===== src/leaderboard_consts.svh =====
`ifndef LEADERBOARD_CONSTS_SVH
`define LEADERBOARD_CONSTS_SVH

// 640x480 raster, 800x525 total, syncs active low
`define H_ACTIVE      640
`define H_SYNC_START  656
`define H_SYNC_END    752
`define H_TOTAL       800
`define V_ACTIVE      480
`define V_SYNC_START  490
`define V_SYNC_END    492
`define V_TOTAL       525

// four house bands stacked G, S, R, H
`define NUM_BANDS     4
`define BAND_TOP      40
`define BAND_HEIGHT   100

`define DIGIT_ROW_OFS 35    // from band top
`define DIGIT_COL0    280
`define CELL          30
`define NUM_DIGITS    6

`define CREST_COL0    120
`define CREST_COL1    220   // exclusive

// 4:4:4 rgb
`define COL_G         12'hF00
`define COL_S         12'h0F0
`define COL_R         12'h00F
`define COL_H         12'hFF0
`define COL_FG        12'hFFF
`define COL_BG        12'h000

`define SCORE_BITS    20

`endif


===== src/leaderboard_pkg.sv =====
`include "leaderboard_consts.svh"

package leaderboard_pkg;

	typedef logic [`SCORE_BITS-1:0] score_t;   // binary house score
	typedef logic [3:0]  digit_t;              // one bcd digit
	typedef logic [9:0]  row_t;
	typedef logic [9:0]  col_t;
	typedef logic [11:0] color_t;

	// band order follows the screen from top to bottom
	typedef enum logic [2:0]
	{
		HOUSE_G    = 3'd0,
		HOUSE_S    = 3'd1,
		HOUSE_R    = 3'd2,
		HOUSE_H    = 3'd3,
		HOUSE_NONE = 3'd4
	} house_e;

	typedef enum logic [1:0]
	{
		CONV_LOAD  = 2'd0,
		CONV_SHIFT = 2'd1,
		CONV_DONE  = 2'd2
	} conv_state_e;

endpackage


===== src/digit_glyph.sv =====
`include "leaderboard_consts.svh"

module digit_glyph import leaderboard_pkg::*;
(
	input  logic       clk,
	input  logic       rst_n,
	input  house_e     house,
	input  logic       crest,
	input  logic       in_digit,
	input  digit_t     digit,
	input  logic [4:0] gx,
	input  logic [4:0] gy,
	output color_t     rgb
);

	logic [29:0] glyph;   // 6 rows of 5, top row in the msbs
	logic [4:0]  gcol;
	logic [4:0]  grow;
	logic [4:0]  bit_idx;
	logic        pix_on;

	// 5x6 font
	always_comb
	begin
		case (digit)
			4'd0:    glyph = 30'b01110_10001_10001_10001_10001_01110;
			4'd1:    glyph = 30'b00100_01100_00100_00100_00100_01110;
			4'd2:    glyph = 30'b01110_10001_00010_00100_01000_11111;
			4'd3:    glyph = 30'b11110_00001_01110_00001_00001_11110;
			4'd4:    glyph = 30'b00010_00110_01010_10010_11111_00010;
			4'd5:    glyph = 30'b11111_10000_11110_00001_10001_01110;
			4'd6:    glyph = 30'b01110_10000_11110_10001_10001_01110;
			4'd7:    glyph = 30'b11111_00001_00010_00100_01000_01000;
			4'd8:    glyph = 30'b01110_10001_01110_10001_10001_01110;
			4'd9:    glyph = 30'b01110_10001_10001_01111_00001_01110;
			default: glyph = '0;
		endcase
	end

	assign gcol    = gx / 5'd6;   // 6 px per font column
	assign grow    = gy / 5'd5;   // 5 px per font row
	assign bit_idx = 5'd29 - (grow * 5'd5 + gcol);
	assign pix_on  = glyph[bit_idx];

	always_ff @(posedge clk)
	begin
		if (!rst_n)
			rgb <= `COL_BG;
		else if (crest)
		begin
			case (house)
				HOUSE_G: rgb <= `COL_G;
				HOUSE_S: rgb <= `COL_S;
				HOUSE_R: rgb <= `COL_R;
				HOUSE_H: rgb <= `COL_H;
				default: rgb <= `COL_BG;
			endcase
		end
		else if (in_digit && pix_on)
			rgb <= `COL_FG;
		else
			rgb <= `COL_BG;
	end

endmodule


===== src/house_points.sv =====
`include "leaderboard_consts.svh"

module house_points import leaderboard_pkg::*;
(
	input  logic   clk,
	input  logic   rst_n,
	input  score_t score,
	output digit_t d0,   // ones
	output digit_t d1,
	output digit_t d2,
	output digit_t d3,
	output digit_t d4,
	output digit_t d5    // hundred-thousands
);

	conv_state_e        state;
	logic [4:0]         shift_cnt;
	score_t             sh;
	logic [4*`NUM_DIGITS-1:0] bcd;
	logic [4*`NUM_DIGITS-1:0] bcd_adj;

	// add 3 to each nibble of 5 or more before the shift
	always_comb
	begin
		bcd_adj = bcd;
		for (int i = 0; i < `NUM_DIGITS; i++)
			if (bcd[4*i +: 4] >= 4'd5)
				bcd_adj[4*i +: 4] = bcd[4*i +: 4] + 4'd3;
	end

	always_ff @(posedge clk)
	begin
		if (!rst_n)
		begin
			state     <= CONV_LOAD;
			shift_cnt <= '0;
		end
		else
		begin
			case (state)
				CONV_LOAD:  state <= CONV_SHIFT;
				CONV_SHIFT:
				begin
					shift_cnt <= shift_cnt + 1'b1;
					if (shift_cnt == 5'(`SCORE_BITS - 1))
						state <= CONV_DONE;
				end
				default:    state <= CONV_LOAD;   // done, start next pass
			endcase
			if (state == CONV_LOAD)
				shift_cnt <= '0;
		end
	end

	// datapath, no reset
	always_ff @(posedge clk)
	begin
		if (state == CONV_LOAD)
		begin
			sh  <= score;   // sample once per pass
			bcd <= '0;
		end
		else if (state == CONV_SHIFT)
		begin
			bcd <= {bcd_adj[4*`NUM_DIGITS-2:0], sh[`SCORE_BITS-1]};
			sh  <= {sh[`SCORE_BITS-2:0], 1'b0};
		end
	end

	// shown digits only change on a finished pass
	always_ff @(posedge clk)
	begin
		if (!rst_n)
		begin
			{d5, d4, d3, d2, d1, d0} <= '0;
		end
		else if (state == CONV_DONE)
		begin
			{d5, d4, d3, d2, d1, d0} <= bcd;
		end
	end

endmodule


===== src/leaderboard.sv =====
`include "leaderboard_consts.svh"

module leaderboard import leaderboard_pkg::*;
(
	input  logic   clk,
	input  logic   rst_n,
	input  logic   enable,
	input  row_t   row,
	input  col_t   col,
	input  digit_t g_d0, g_d1, g_d2, g_d3, g_d4, g_d5,
	input  digit_t s_d0, s_d1, s_d2, s_d3, s_d4, s_d5,
	input  digit_t r_d0, r_d1, r_d2, r_d3, r_d4, r_d5,
	input  digit_t h_d0, h_d1, h_d2, h_d3, h_d4, h_d5,
	output house_e house,
	output logic   crest,
	output logic   in_digit,
	output digit_t digit,
	output logic [4:0] gx,
	output logic [4:0] gy
);

	// per house, index 0 is the leftmost cell
	digit_t g_set [`NUM_DIGITS];
	digit_t s_set [`NUM_DIGITS];
	digit_t r_set [`NUM_DIGITS];
	digit_t h_set [`NUM_DIGITS];
	digit_t cur_set [`NUM_DIGITS];

	house_e     band;
	row_t       band_top;
	row_t       rel_row;     // row inside the band
	logic [2:0] place;
	col_t       cell_start;
	logic       cell_col_hit;
	logic       cell_row_hit;
	logic       crest_hit;

	assign g_set = '{g_d5, g_d4, g_d3, g_d2, g_d1, g_d0};
	assign s_set = '{s_d5, s_d4, s_d3, s_d2, s_d1, s_d0};
	assign r_set = '{r_d5, r_d4, r_d3, r_d2, r_d1, r_d0};
	assign h_set = '{h_d5, h_d4, h_d3, h_d2, h_d1, h_d0};

	// band select
	always_comb
	begin
		band     = HOUSE_NONE;
		band_top = '0;
		for (int i = 0; i < `NUM_BANDS; i++)
			if (row >= row_t'(`BAND_TOP + `BAND_HEIGHT * i) &&
				row < row_t'(`BAND_TOP + `BAND_HEIGHT * (i + 1)))
			begin
				band     = house_e'(i);
				band_top = row_t'(`BAND_TOP + `BAND_HEIGHT * i);
			end
	end

	assign rel_row = row - band_top;

	// which of the six cells, and where it starts
	always_comb
	begin
		place        = '0;
		cell_start   = col_t'(`DIGIT_COL0);
		cell_col_hit = 1'b0;
		for (int i = 0; i < `NUM_DIGITS; i++)
			if (col >= col_t'(`DIGIT_COL0 + `CELL * i) &&
				col < col_t'(`DIGIT_COL0 + `CELL * (i + 1)))
			begin
				place        = 3'(i);
				cell_start   = col_t'(`DIGIT_COL0 + `CELL * i);
				cell_col_hit = 1'b1;
			end
	end

	assign cell_row_hit = (rel_row >= row_t'(`DIGIT_ROW_OFS)) &&
		(rel_row < row_t'(`DIGIT_ROW_OFS + `CELL));
	assign crest_hit = (col >= col_t'(`CREST_COL0)) && (col < col_t'(`CREST_COL1));

	// house / place mux
	always_comb
	begin
		case (band)
			HOUSE_G: cur_set = g_set;
			HOUSE_S: cur_set = s_set;
			HOUSE_R: cur_set = r_set;
			default: cur_set = h_set;
		endcase
	end

	always_ff @(posedge clk)
	begin
		if (!rst_n)
		begin
			house    <= HOUSE_NONE;
			crest    <= 1'b0;
			in_digit <= 1'b0;
		end
		else
		begin
			house    <= enable ? band : HOUSE_NONE;
			crest    <= enable && (band != HOUSE_NONE) && crest_hit;
			in_digit <= enable && (band != HOUSE_NONE) && cell_row_hit && cell_col_hit;
		end
	end

	// payload only means something with in_digit set
	always_ff @(posedge clk)
	begin
		digit <= cur_set[place];
		gx    <= 5'(col - cell_start);
		gy    <= 5'(rel_row - row_t'(`DIGIT_ROW_OFS));
	end

endmodule


===== src/leaderboard_top.sv =====
module leaderboard_top import leaderboard_pkg::*;
(
	input  logic   clk,
	input  logic   rst_n,
	input  logic   leaderboard,
	input  score_t g_score,
	input  score_t s_score,
	input  score_t r_score,
	input  score_t h_score,
	output color_t rgb,
	output logic   hsync,
	output logic   vsync,
	output logic   de
);

	row_t       row;
	col_t       col;
	logic       hsync_t, vsync_t, de_t;
	logic       hsync_d, vsync_d, de_d;
	digit_t     g_d [6];
	digit_t     s_d [6];
	digit_t     r_d [6];
	digit_t     h_d [6];
	house_e     house;
	logic       crest, in_digit;
	digit_t     digit;
	logic [4:0] gx, gy;

	vga_timing u_timing (.clk, .rst_n, .row, .col, .hsync(hsync_t), .vsync(vsync_t), .de(de_t));

	house_points u_hp_g (.clk, .rst_n, .score(g_score), .d0(g_d[0]), .d1(g_d[1]),
		.d2(g_d[2]), .d3(g_d[3]), .d4(g_d[4]), .d5(g_d[5]));
	house_points u_hp_s (.clk, .rst_n, .score(s_score), .d0(s_d[0]), .d1(s_d[1]),
		.d2(s_d[2]), .d3(s_d[3]), .d4(s_d[4]), .d5(s_d[5]));
	house_points u_hp_r (.clk, .rst_n, .score(r_score), .d0(r_d[0]), .d1(r_d[1]),
		.d2(r_d[2]), .d3(r_d[3]), .d4(r_d[4]), .d5(r_d[5]));
	house_points u_hp_h (.clk, .rst_n, .score(h_score), .d0(h_d[0]), .d1(h_d[1]),
		.d2(h_d[2]), .d3(h_d[3]), .d4(h_d[4]), .d5(h_d[5]));

	leaderboard u_overlay (
		.clk, .rst_n, .enable(leaderboard), .row, .col,
		.g_d0(g_d[0]), .g_d1(g_d[1]), .g_d2(g_d[2]), .g_d3(g_d[3]), .g_d4(g_d[4]), .g_d5(g_d[5]),
		.s_d0(s_d[0]), .s_d1(s_d[1]), .s_d2(s_d[2]), .s_d3(s_d[3]), .s_d4(s_d[4]), .s_d5(s_d[5]),
		.r_d0(r_d[0]), .r_d1(r_d[1]), .r_d2(r_d[2]), .r_d3(r_d[3]), .r_d4(r_d[4]), .r_d5(r_d[5]),
		.h_d0(h_d[0]), .h_d1(h_d[1]), .h_d2(h_d[2]), .h_d3(h_d[3]), .h_d4(h_d[4]), .h_d5(h_d[5]),
		.house, .crest, .in_digit, .digit, .gx, .gy);

	digit_glyph u_glyph (.clk, .rst_n, .house, .crest, .in_digit, .digit, .gx, .gy, .rgb);

	// match the overlay and glyph register stages
	always_ff @(posedge clk)
	begin
		if (!rst_n)
		begin
			{hsync_d, vsync_d, de_d} <= 3'b110;
			{hsync, vsync, de}       <= 3'b110;
		end
		else
		begin
			{hsync_d, vsync_d, de_d} <= {hsync_t, vsync_t, de_t};
			{hsync, vsync, de}       <= {hsync_d, vsync_d, de_d};
		end
	end

endmodule


===== src/vga_timing.sv =====
`include "leaderboard_consts.svh"

module vga_timing import leaderboard_pkg::*;
(
	input  logic clk,
	input  logic rst_n,
	output row_t row,
	output col_t col,
	output logic hsync,
	output logic vsync,
	output logic de
);

	col_t col_next;
	row_t row_next;

	always_comb
	begin
		col_next = (col == col_t'(`H_TOTAL - 1)) ? '0 : col + 1'b1;
		row_next = row;
		if (col == col_t'(`H_TOTAL - 1))
			row_next = (row == row_t'(`V_TOTAL - 1)) ? '0 : row + 1'b1;
	end

	// syncs and de decoded from the next position so they line up with row/col
	always_ff @(posedge clk)
	begin
		if (!rst_n)
		begin
			// park on the last blanking pixel, first clock out of reset gives 0,0
			col   <= col_t'(`H_TOTAL - 1);
			row   <= row_t'(`V_TOTAL - 1);
			hsync <= 1'b1;
			vsync <= 1'b1;
			de    <= 1'b0;
		end
		else
		begin
			col   <= col_next;
			row   <= row_next;
			hsync <= !(col_next >= col_t'(`H_SYNC_START) && col_next < col_t'(`H_SYNC_END));
			vsync <= !(row_next >= row_t'(`V_SYNC_START) && row_next < row_t'(`V_SYNC_END));
			de    <= (col_next < col_t'(`H_ACTIVE)) && (row_next < row_t'(`V_ACTIVE));
		end
	end

endmodule


===== config.mk =====
export PLATFORM = sky130hd
export DESIGN_NAME = leaderboard_top
export DESIGN_NICKNAME = d
export VERILOG_FILES = /design/src/leaderboard_pkg.sv /design/src/digit_glyph.sv /design/src/house_points.sv /design/src/leaderboard.sv /design/src/leaderboard_top.sv /design/src/vga_timing.sv
export VERILOG_INCLUDE_DIRS = /design/src /design/src/src
export SDC_FILE = /design/constraint.sdc
export NUM_CORES = 1
export LEC_CHECK = 0
export BUFFER_PORTS_ARGS = -buffer_cell sky130_fd_sc_hd__buf_2
export CORE_ASPECT_RATIO = 1.5
export CORE_UTILIZATION = 40
export CTS_CLUSTER_DIAMETER = 40
export CTS_CLUSTER_SIZE = 14
export DETAILED_ROUTE_END_ITERATION = 7
export HOLD_SLACK_MARGIN = 0.08
export SLEW_MARGIN = 40
export SYNTH_ARGS = -nofsm -noshare
export SYNTH_HDL_FRONTEND = slang
export SYNTH_SLANG_ARGS = --single-unit
export TNS_END_PERCENT = 20

===== constraint.sdc =====
create_clock -name clk -period 4.2 [get_ports clk]
set_clock_uncertainty 0.05 [all_clocks]
set_input_delay 0.21 -clock clk [delete_from_list [all_inputs] [get_ports clk]]
set_output_delay 0.21 -clock clk [all_outputs]
set_load 0.02 [all_outputs]

# Word level (Yosys, flattened, before mapping)

Memories as Yosys holds them, arrays and structs flattened. A register that Yosys moved wholly into a read port is not among the register bits.
Index checks and enable logic that the tools add are counted.

Register bits after elaboration: 356
Bits in read-only memories: 480
Input port bits: 83
Word-level logic and storage cells: 291
Memories kept: 1

Add/sub/neg operators: 35
Multiply operators: 1
Divide/modulo/power cells: 2
Order comparisons: 56
Equal/unequal tests: 24
Mux-type cells: 76
Bitwise gates (word level): 2
Reduce and logical (&&, ||, !) cells: 37

Memory list:

| name             | words | bits a word | read ports | clocked after Yosys merged registers in | write ports | line              | RTL |
|---|---|---|---|---|---|---|---|
| (name not given) | 16    | 30          | 1          | 1                                       | 0           | digit_glyph.sv:25 | `case (digit)` |

Operator list:

| operator                                                                             | number |
|---|---|
| 20-bit 2-to-1 mux                                                                    | 8 |
| 10-bit by 9-bit less-than comparator with 1-bit output, second input constant        | 10 |
| 4-bit by 3-bit greater-or-equal comparator with 1-bit output, second input constant  | 24 |
| 4-bit 2-to-1 mux                                                                     | 23 |
| 4-bit by 2-bit adder with 4-bit output, second input constant                        | 20 |
| 10-bit by 9-bit greater-or-equal comparator with 1-bit output, second input constant | 8 |
| 24-bit case mux with 3 select lines                                                  | 1 |
| 12-bit case mux with 4 select lines                                                  | 1 |
| 10-bit by 8-bit less-than comparator with 1-bit output, second input constant        | 3 |
| 10-bit 2-to-1 mux                                                                    | 3 |
| 3-bit 2-to-1 mux                                                                     | 10 |
| 12-bit 2-to-1 mux                                                                    | 2 |
| 10-bit by 1-bit adder with 10-bit output, second input constant                      | 2 |
| 5-bit by 1-bit adder with 5-bit output, second input constant                        | 4 |
| 10-bit == test, second input constant                                                | 2 |
| 5-bit == test, second input constant                                                 | 4 |
| 10-bit by 6-bit greater-or-equal comparator with 1-bit output, second input constant | 2 |
| 10-bit by 8-bit greater-or-equal comparator with 1-bit output, second input constant | 2 |
| 1-bit logical AND                                                                    | 20 |
| 10-bit less-than comparator, second input constant                                   | 2 |
| 5-bit 2-to-1 mux                                                                     | 4 |
| 8-bit 2-to-1 mux                                                                     | 2 |
| 2-bit case mux with 2 select lines                                                   | 4 |
| 3-bit by 2-bit adder with 3-bit output, second input constant                        | 4 |
| other kinds (32)                                                                     | 68 |

# Depth between registers and ports, before layout

Word-level depth: 11
Gate-level depth with buffers: 23
Gate-level depth less buffers: 23

# By module

Synthesis repeated with hierarchy kept, for this count alone.

Cells, all modules: 2,029
Area, all modules: 18,921.9 um^2

By module, submodules not included:

| module          | instances | cells each | area an instance (um^2) |
|---|---|---|---|
| house_points    | 4         | 356        | 3,529.6 |
| leaderboard     | 1         | 264        | 2,099.5 |
| vga_timing      | 1         | 152        | 1,291.2 |
| digit_glyph     | 1         | 177        | 1,255.0 |
| leaderboard_top | 1         | 12         | 157.7 |

# Worst setup path after synthesis

No wires, ideal clock.

Kind: register to register
Start point: register u_overlay.gy[2]
End point: register u_glyph.rgb[7]
Arrival: 4,482 ps
Path slack: -447 ps
Stages on the path, launching flop included: 22
Path buffers: 0
Cells stage by stage: dfxtp_1 ha_1 inv_1 o311ai_0 nand2_1 nor2_1 a21oi_1 maj3_1 inv_1 o21ai_0 a221o_1 ha_1 ha_1 inv_1 fa_1 mux4_2 nor2b_1 a211oi_1 a211oi_1 a21oi_1 nor3b_1 o21a_1

Longest elaborated chain between the ends: 9

RTL lines:

| item                                        | line               | RTL |
|---|---|---|
| start: declaration                          | leaderboard.sv:19  | `output logic [4:0] gy` |
| start signal: assignment                    | leaderboard.sv:111 | `` gy <= 5'(rel_row - row_t'(`DIGIT_ROW_OFS)); `` |
| 5-bit by 3-bit divider with 5-bit output    | digit_glyph.sv:41  | `assign grow = gy / 5'd5;` |
| 5-bit by 3-bit multiplier with 5-bit output | digit_glyph.sv:42  | `assign bit_idx = 5'd29 - (grow * 5'd5 + gcol);` |
| 5-bit adder                                 | digit_glyph.sv:42  |  |
| 5-bit subtractor                            | digit_glyph.sv:42  |  |
| 1-bit binary-select mux with 5-bit select   | digit_glyph.sv:43  | `assign pix_on = glyph[bit_idx];` |
| 1-bit 2-to-1 mux (implied by the code)      | digit_glyph.sv:43  |  |
| 1-bit logical AND                           | digit_glyph.sv:59  | `else if (in_digit && pix_on)` |
| 12-bit 2-to-1 mux                           | digit_glyph.sv:59  |  |
| 12-bit 2-to-1 mux                           | digit_glyph.sv:49  | `else if (crest)` |
| end signal: assignment                      | digit_glyph.sv:48  | `` rgb <= `COL_BG; `` |
| end signal: assignment                      | digit_glyph.sv:52  | `` HOUSE_G: rgb <= `COL_G; `` |
| end signal: assignment                      | digit_glyph.sv:60  | `` rgb <= `COL_FG; `` |
| end: declaration                            | digit_glyph.sv:13  | `output color_t rgb` |

Every way passes these cells. The select of a mux whose other input is x is not followed.
A chain may end at the register's enable or synchronous reset.

# Worst setup path after layout

Start point: register u_overlay.gy[3]
End point: register u_glyph.rgb[7]

The elaborated chain is that of the path after synthesis.

==> flow_metrics.env <==
export IMPL_syn_num_nets=2134
export IMPL_fin_crit_sh=1.08
export IMPL_ys_top_cells_by_area="dfxtp_1 (32%), edfxtp_1 (13%), nand2_1 (6.8%), ha_1 (5.7%), mux2_2 (4.9%)"
export IMPL_rsz0062_at_grt="yes"
export IMPL_place_inst=2577
export IMPL_port_buffers=97
export IMPL_yosysSeqAreaShare=0.453
export IMPL_synth_main_ff_cell="dfxtp_1"
export IMPL_power_frac_seq=0.380
export IMPL_swShare=0.294
export IMPL_post_place_ws_ps=-447
export IMPL_critPathMaxStageDelay_ps=590
export IMPL_grt_pass1_wl_um=71800
export IMPL_synth_top_area_frac=0.322
export IMPL_r2r_setup_slack_ps=-350
export IMPL_synth_edff_count=80
export IMPL_dieWidth_um=177
export IMPL_grt_overflow=0
export IMPL_initialDrtViolationCount=719
export IMPL_cts_inserted_buffers=44
export IMPL_setup_ws_ps=-352
export IMPL_min_from="rst_n"
export IMPL_critPathLaunch="u_overlay.gy[3]"
export IMPL_worst_endpoint_arrival_ps=4940
export IMPL_clk_pin_slew_ps=60
export IMPL_timing_max_cap_violations=0
export IMPL_finalSetupTns_ps=-1050
export IMPL_path_class="flop to flop"
export IMPL_layout_min_cycle_time_ps=4550
export IMPL_cp_end_kind="flop"
export IMPL_slowest_stage="fa_2"
export IMPL_slew_headroom=0.474
export IMPL_cpMostUsedCell="inv_2"
export IMPL_gp_congestion=0.886
export IMPL_area_growth_pct=19.7
export IMPL_netlist_top_cells_count="nand2_1 (329), dfxtp_1 (294), o21ai_0 (126)"
export IMPL_wl_per_cell_um=16.1
export IMPL_drt_antenna_violating_nets=0
export IMPL_ir_drop_v=0.000403
export IMPL_vias=14338
export IMPL_numClockSinks=374
export IMPL_io_pins=98
export IMPL_avgSynthCellArea_um2=9.31
export IMPL_cts_tree="built"
export IMPL_slew_viol_final=0
export IMPL_fillers=4238
export IMPL_worst_slew_pin_slew_ps=782
export IMPL_dr_pass1_iters=5
export IMPL_start_util=0.407
export IMPL_die_area_um2=46600
export IMPL_drive_above_1_share=0.174
export IMPL_power_leakage_uw=0.00837
export IMPL_drc=0
export IMPL_synthCells=1964
export IMPL_stdcell_count=2745
export IMPL_clockBufferDepth=3
export IMPL_crit_required_ps=4590
export IMPL_ys_types=89
export IMPL_clock_fmax_mhz=220
export IMPL_yosys_warnings=0
export IMPL_num_rows=95
export IMPL_multiInputGateArea_um2=9290
export IMPL_synth_area_leader_cell="dfxtp_1"
export IMPL_hold_viol_final=0
export IMPL_cp_start_kind="flop"
export IMPL_die_y_um=264
export IMPL_wirelength_um=44100
export IMPL_synth_seq_cells=374
export IMPL_power_density_nw_per_um2=498
export IMPL_dpl_hpwl_um=30300
export IMPL_clk_latency_ps=570
export IMPL_htreeDepth=2
export IMPL_hold_path_class="input pin to flop"
export IMPL_p_sw_uw=3210
export IMPL_clkPwrFrac=0.368
export IMPL_worstPathCellList="inv_2 -> ha_4 -> inv_2 -> o311ai_4 -> nand2_2 -> nor2_4 -> a21oi_2 -> maj3_2 -> inv_2 -> o21ai_2 -> a221o_1 -> ha_4 -> ha_4 -> inv_2 -> fa_2 -> mux4_2 -> nor2b_4 -> a211oi_2 -> a211oi_2 -> a21oi_2 -> nor3b_2 -> o21a_1"
export IMPL_antenna_cells=0
export IMPL_grt_max_degree=77
export IMPL_combPwrFrac=0.252
export IMPL_power_total_uw=10900
export IMPL_core_um2=44900
export IMPL_setup_viol=3
export IMPL_async_flop_share=0
export IMPL_status="finished with violations"
export IMPL_seqCellArea_um2=8290
export IMPL_nNetsFinal=2297
export IMPL_vias_per_cell=5.22
export IMPL_mappedNetlistArea_um2=18300
export IMPL_cts_root_buffer="clkbuf_16"
export IMPL_antenna_found_initial=0
export IMPL_violations="negative setup slack"
export IMPL_grt_pass1_vias=14238
export IMPL_worstPathMaxFanout=3
export IMPL_grt_usage=0.189
export IMPL_r2r_start="u_overlay.gy[3]"
export IMPL_p_int_uw=7690
export IMPL_yosys_cell_count_top_type="nand2_1"
==> through the flow <==
| step | util | hold WS, ps | instance area (um2) |
|---|---|---|---|
| floorplan | - | 320 | 18300 |
| global placement | 0.430 | 346 | 19300 |
| detailed placement | 0.431 | 346 | 19400 |
| CTS | 0.485 | 113 | 21800 |
| global route | 0.487 | 154 | 21900 |
| finish | 0.487 | 112 | 21900 |
==> final cells by class <==
cell class	count	share of cell area
clock buffers	56	0.0591
inverters	88	0.0155
clock inverters	26	0.0121
repair buffers	228	0.0763
well taps	582	0.0333
multi-input cells	1391	0.425
flip-flops and latches	374	0.379
==> cells by family after synthesis <==
family	Yosys count	share of synthesized area
flops	374	0.453
xor+xnor	80	0.0383
fa+ha+maj	88	0.0613
compound gates	458	0.165
buf+inv	199	0.0464
simple gates	658	0.166
mux	107	0.0698
==> per-layer routing <==
layer  routed length, um  part of all wire  up-vias  track usage
met5                   0                 0        -            0
met4                1630             0.037        0       0.0767
met1               18100              0.41     6812        0.213
li1                    -                 -     7171            -
met3                1400             0.032       96       0.0235
met2               23000              0.52      259        0.352
==> power by group through the flow <==
stage / Clock (uW) / Sequential, uW / Combinational (uW)
after floorplan: 0 / 4090 / 1900
after global placement: 0 / 4200 / 2340
after detailed placement: 0 / 4210 / 2430
after CTS: 4120 / 4140 / 2540
after global routing: 4250 / 4170 / 3030
final: 4010 / 4140 / 2740
==> state kept, by name, summed over array words and instances, names as in the netlist, 5 cells and up <==
signal            count
u_hp_s.shift_cnt      5
u_glyph.glyph        27
u_hp_h.shift_cnt      5
u_hp_s.sh            20
u_timing.row         10
u_overlay.gx          5
u_hp_g.bcd           24
u_hp_r.sh            20
u_hp_g.shift_cnt      5
u_hp_h.bcd           24
u_hp_r.shift_cnt      5
u_hp_r.bcd           24
u_hp_s.bcd           24
u_timing.col         10
u_hp_h.sh            20
u_overlay.gy          5
u_hp_g.sh            20
==> worst max-delay path: cells and delay by family, from the launching register on <==
family          cells  cell delay (ps)
simple gates        4              480
mux                 1              500
flops               1              320
compound gates      8             1370
fa+ha+maj           5             1530
buf+inv             4              210
==> layout by cell type, fill, tap and decap left out, drive strengths merged, types with 80 or more instances in the layout <==
cell	netlist	routed
nand2	330	330
dfxtp	294	294
buf	34	147
o21ai	133	133
nor2	115	115
a21boi	101	101
inv	88	100
a21oi	89	89
ha	84	84
dlygate4sd3	0	81
mux2	81	81
edfxtp	80	80
==> what timing repair did <==
action	in CTS	in global routing
hold buffers	81	0
gates resized for setup	10	14
setup buffers	5	0
pin swaps	14	11
hold endpoints to repair	83	0
setup endpoints to repair	3	3
==> final timing paths <==
check | to | depth (start not counted)
worst min register to register | vsync | 1
worst min-delay path | vsync | 2
worst max register to register | u_glyph.rgb[7] | 22
worst max-delay path | u_glyph.rgb[7] | 22
No activity file was read; power rests on OpenSTA's default activity.
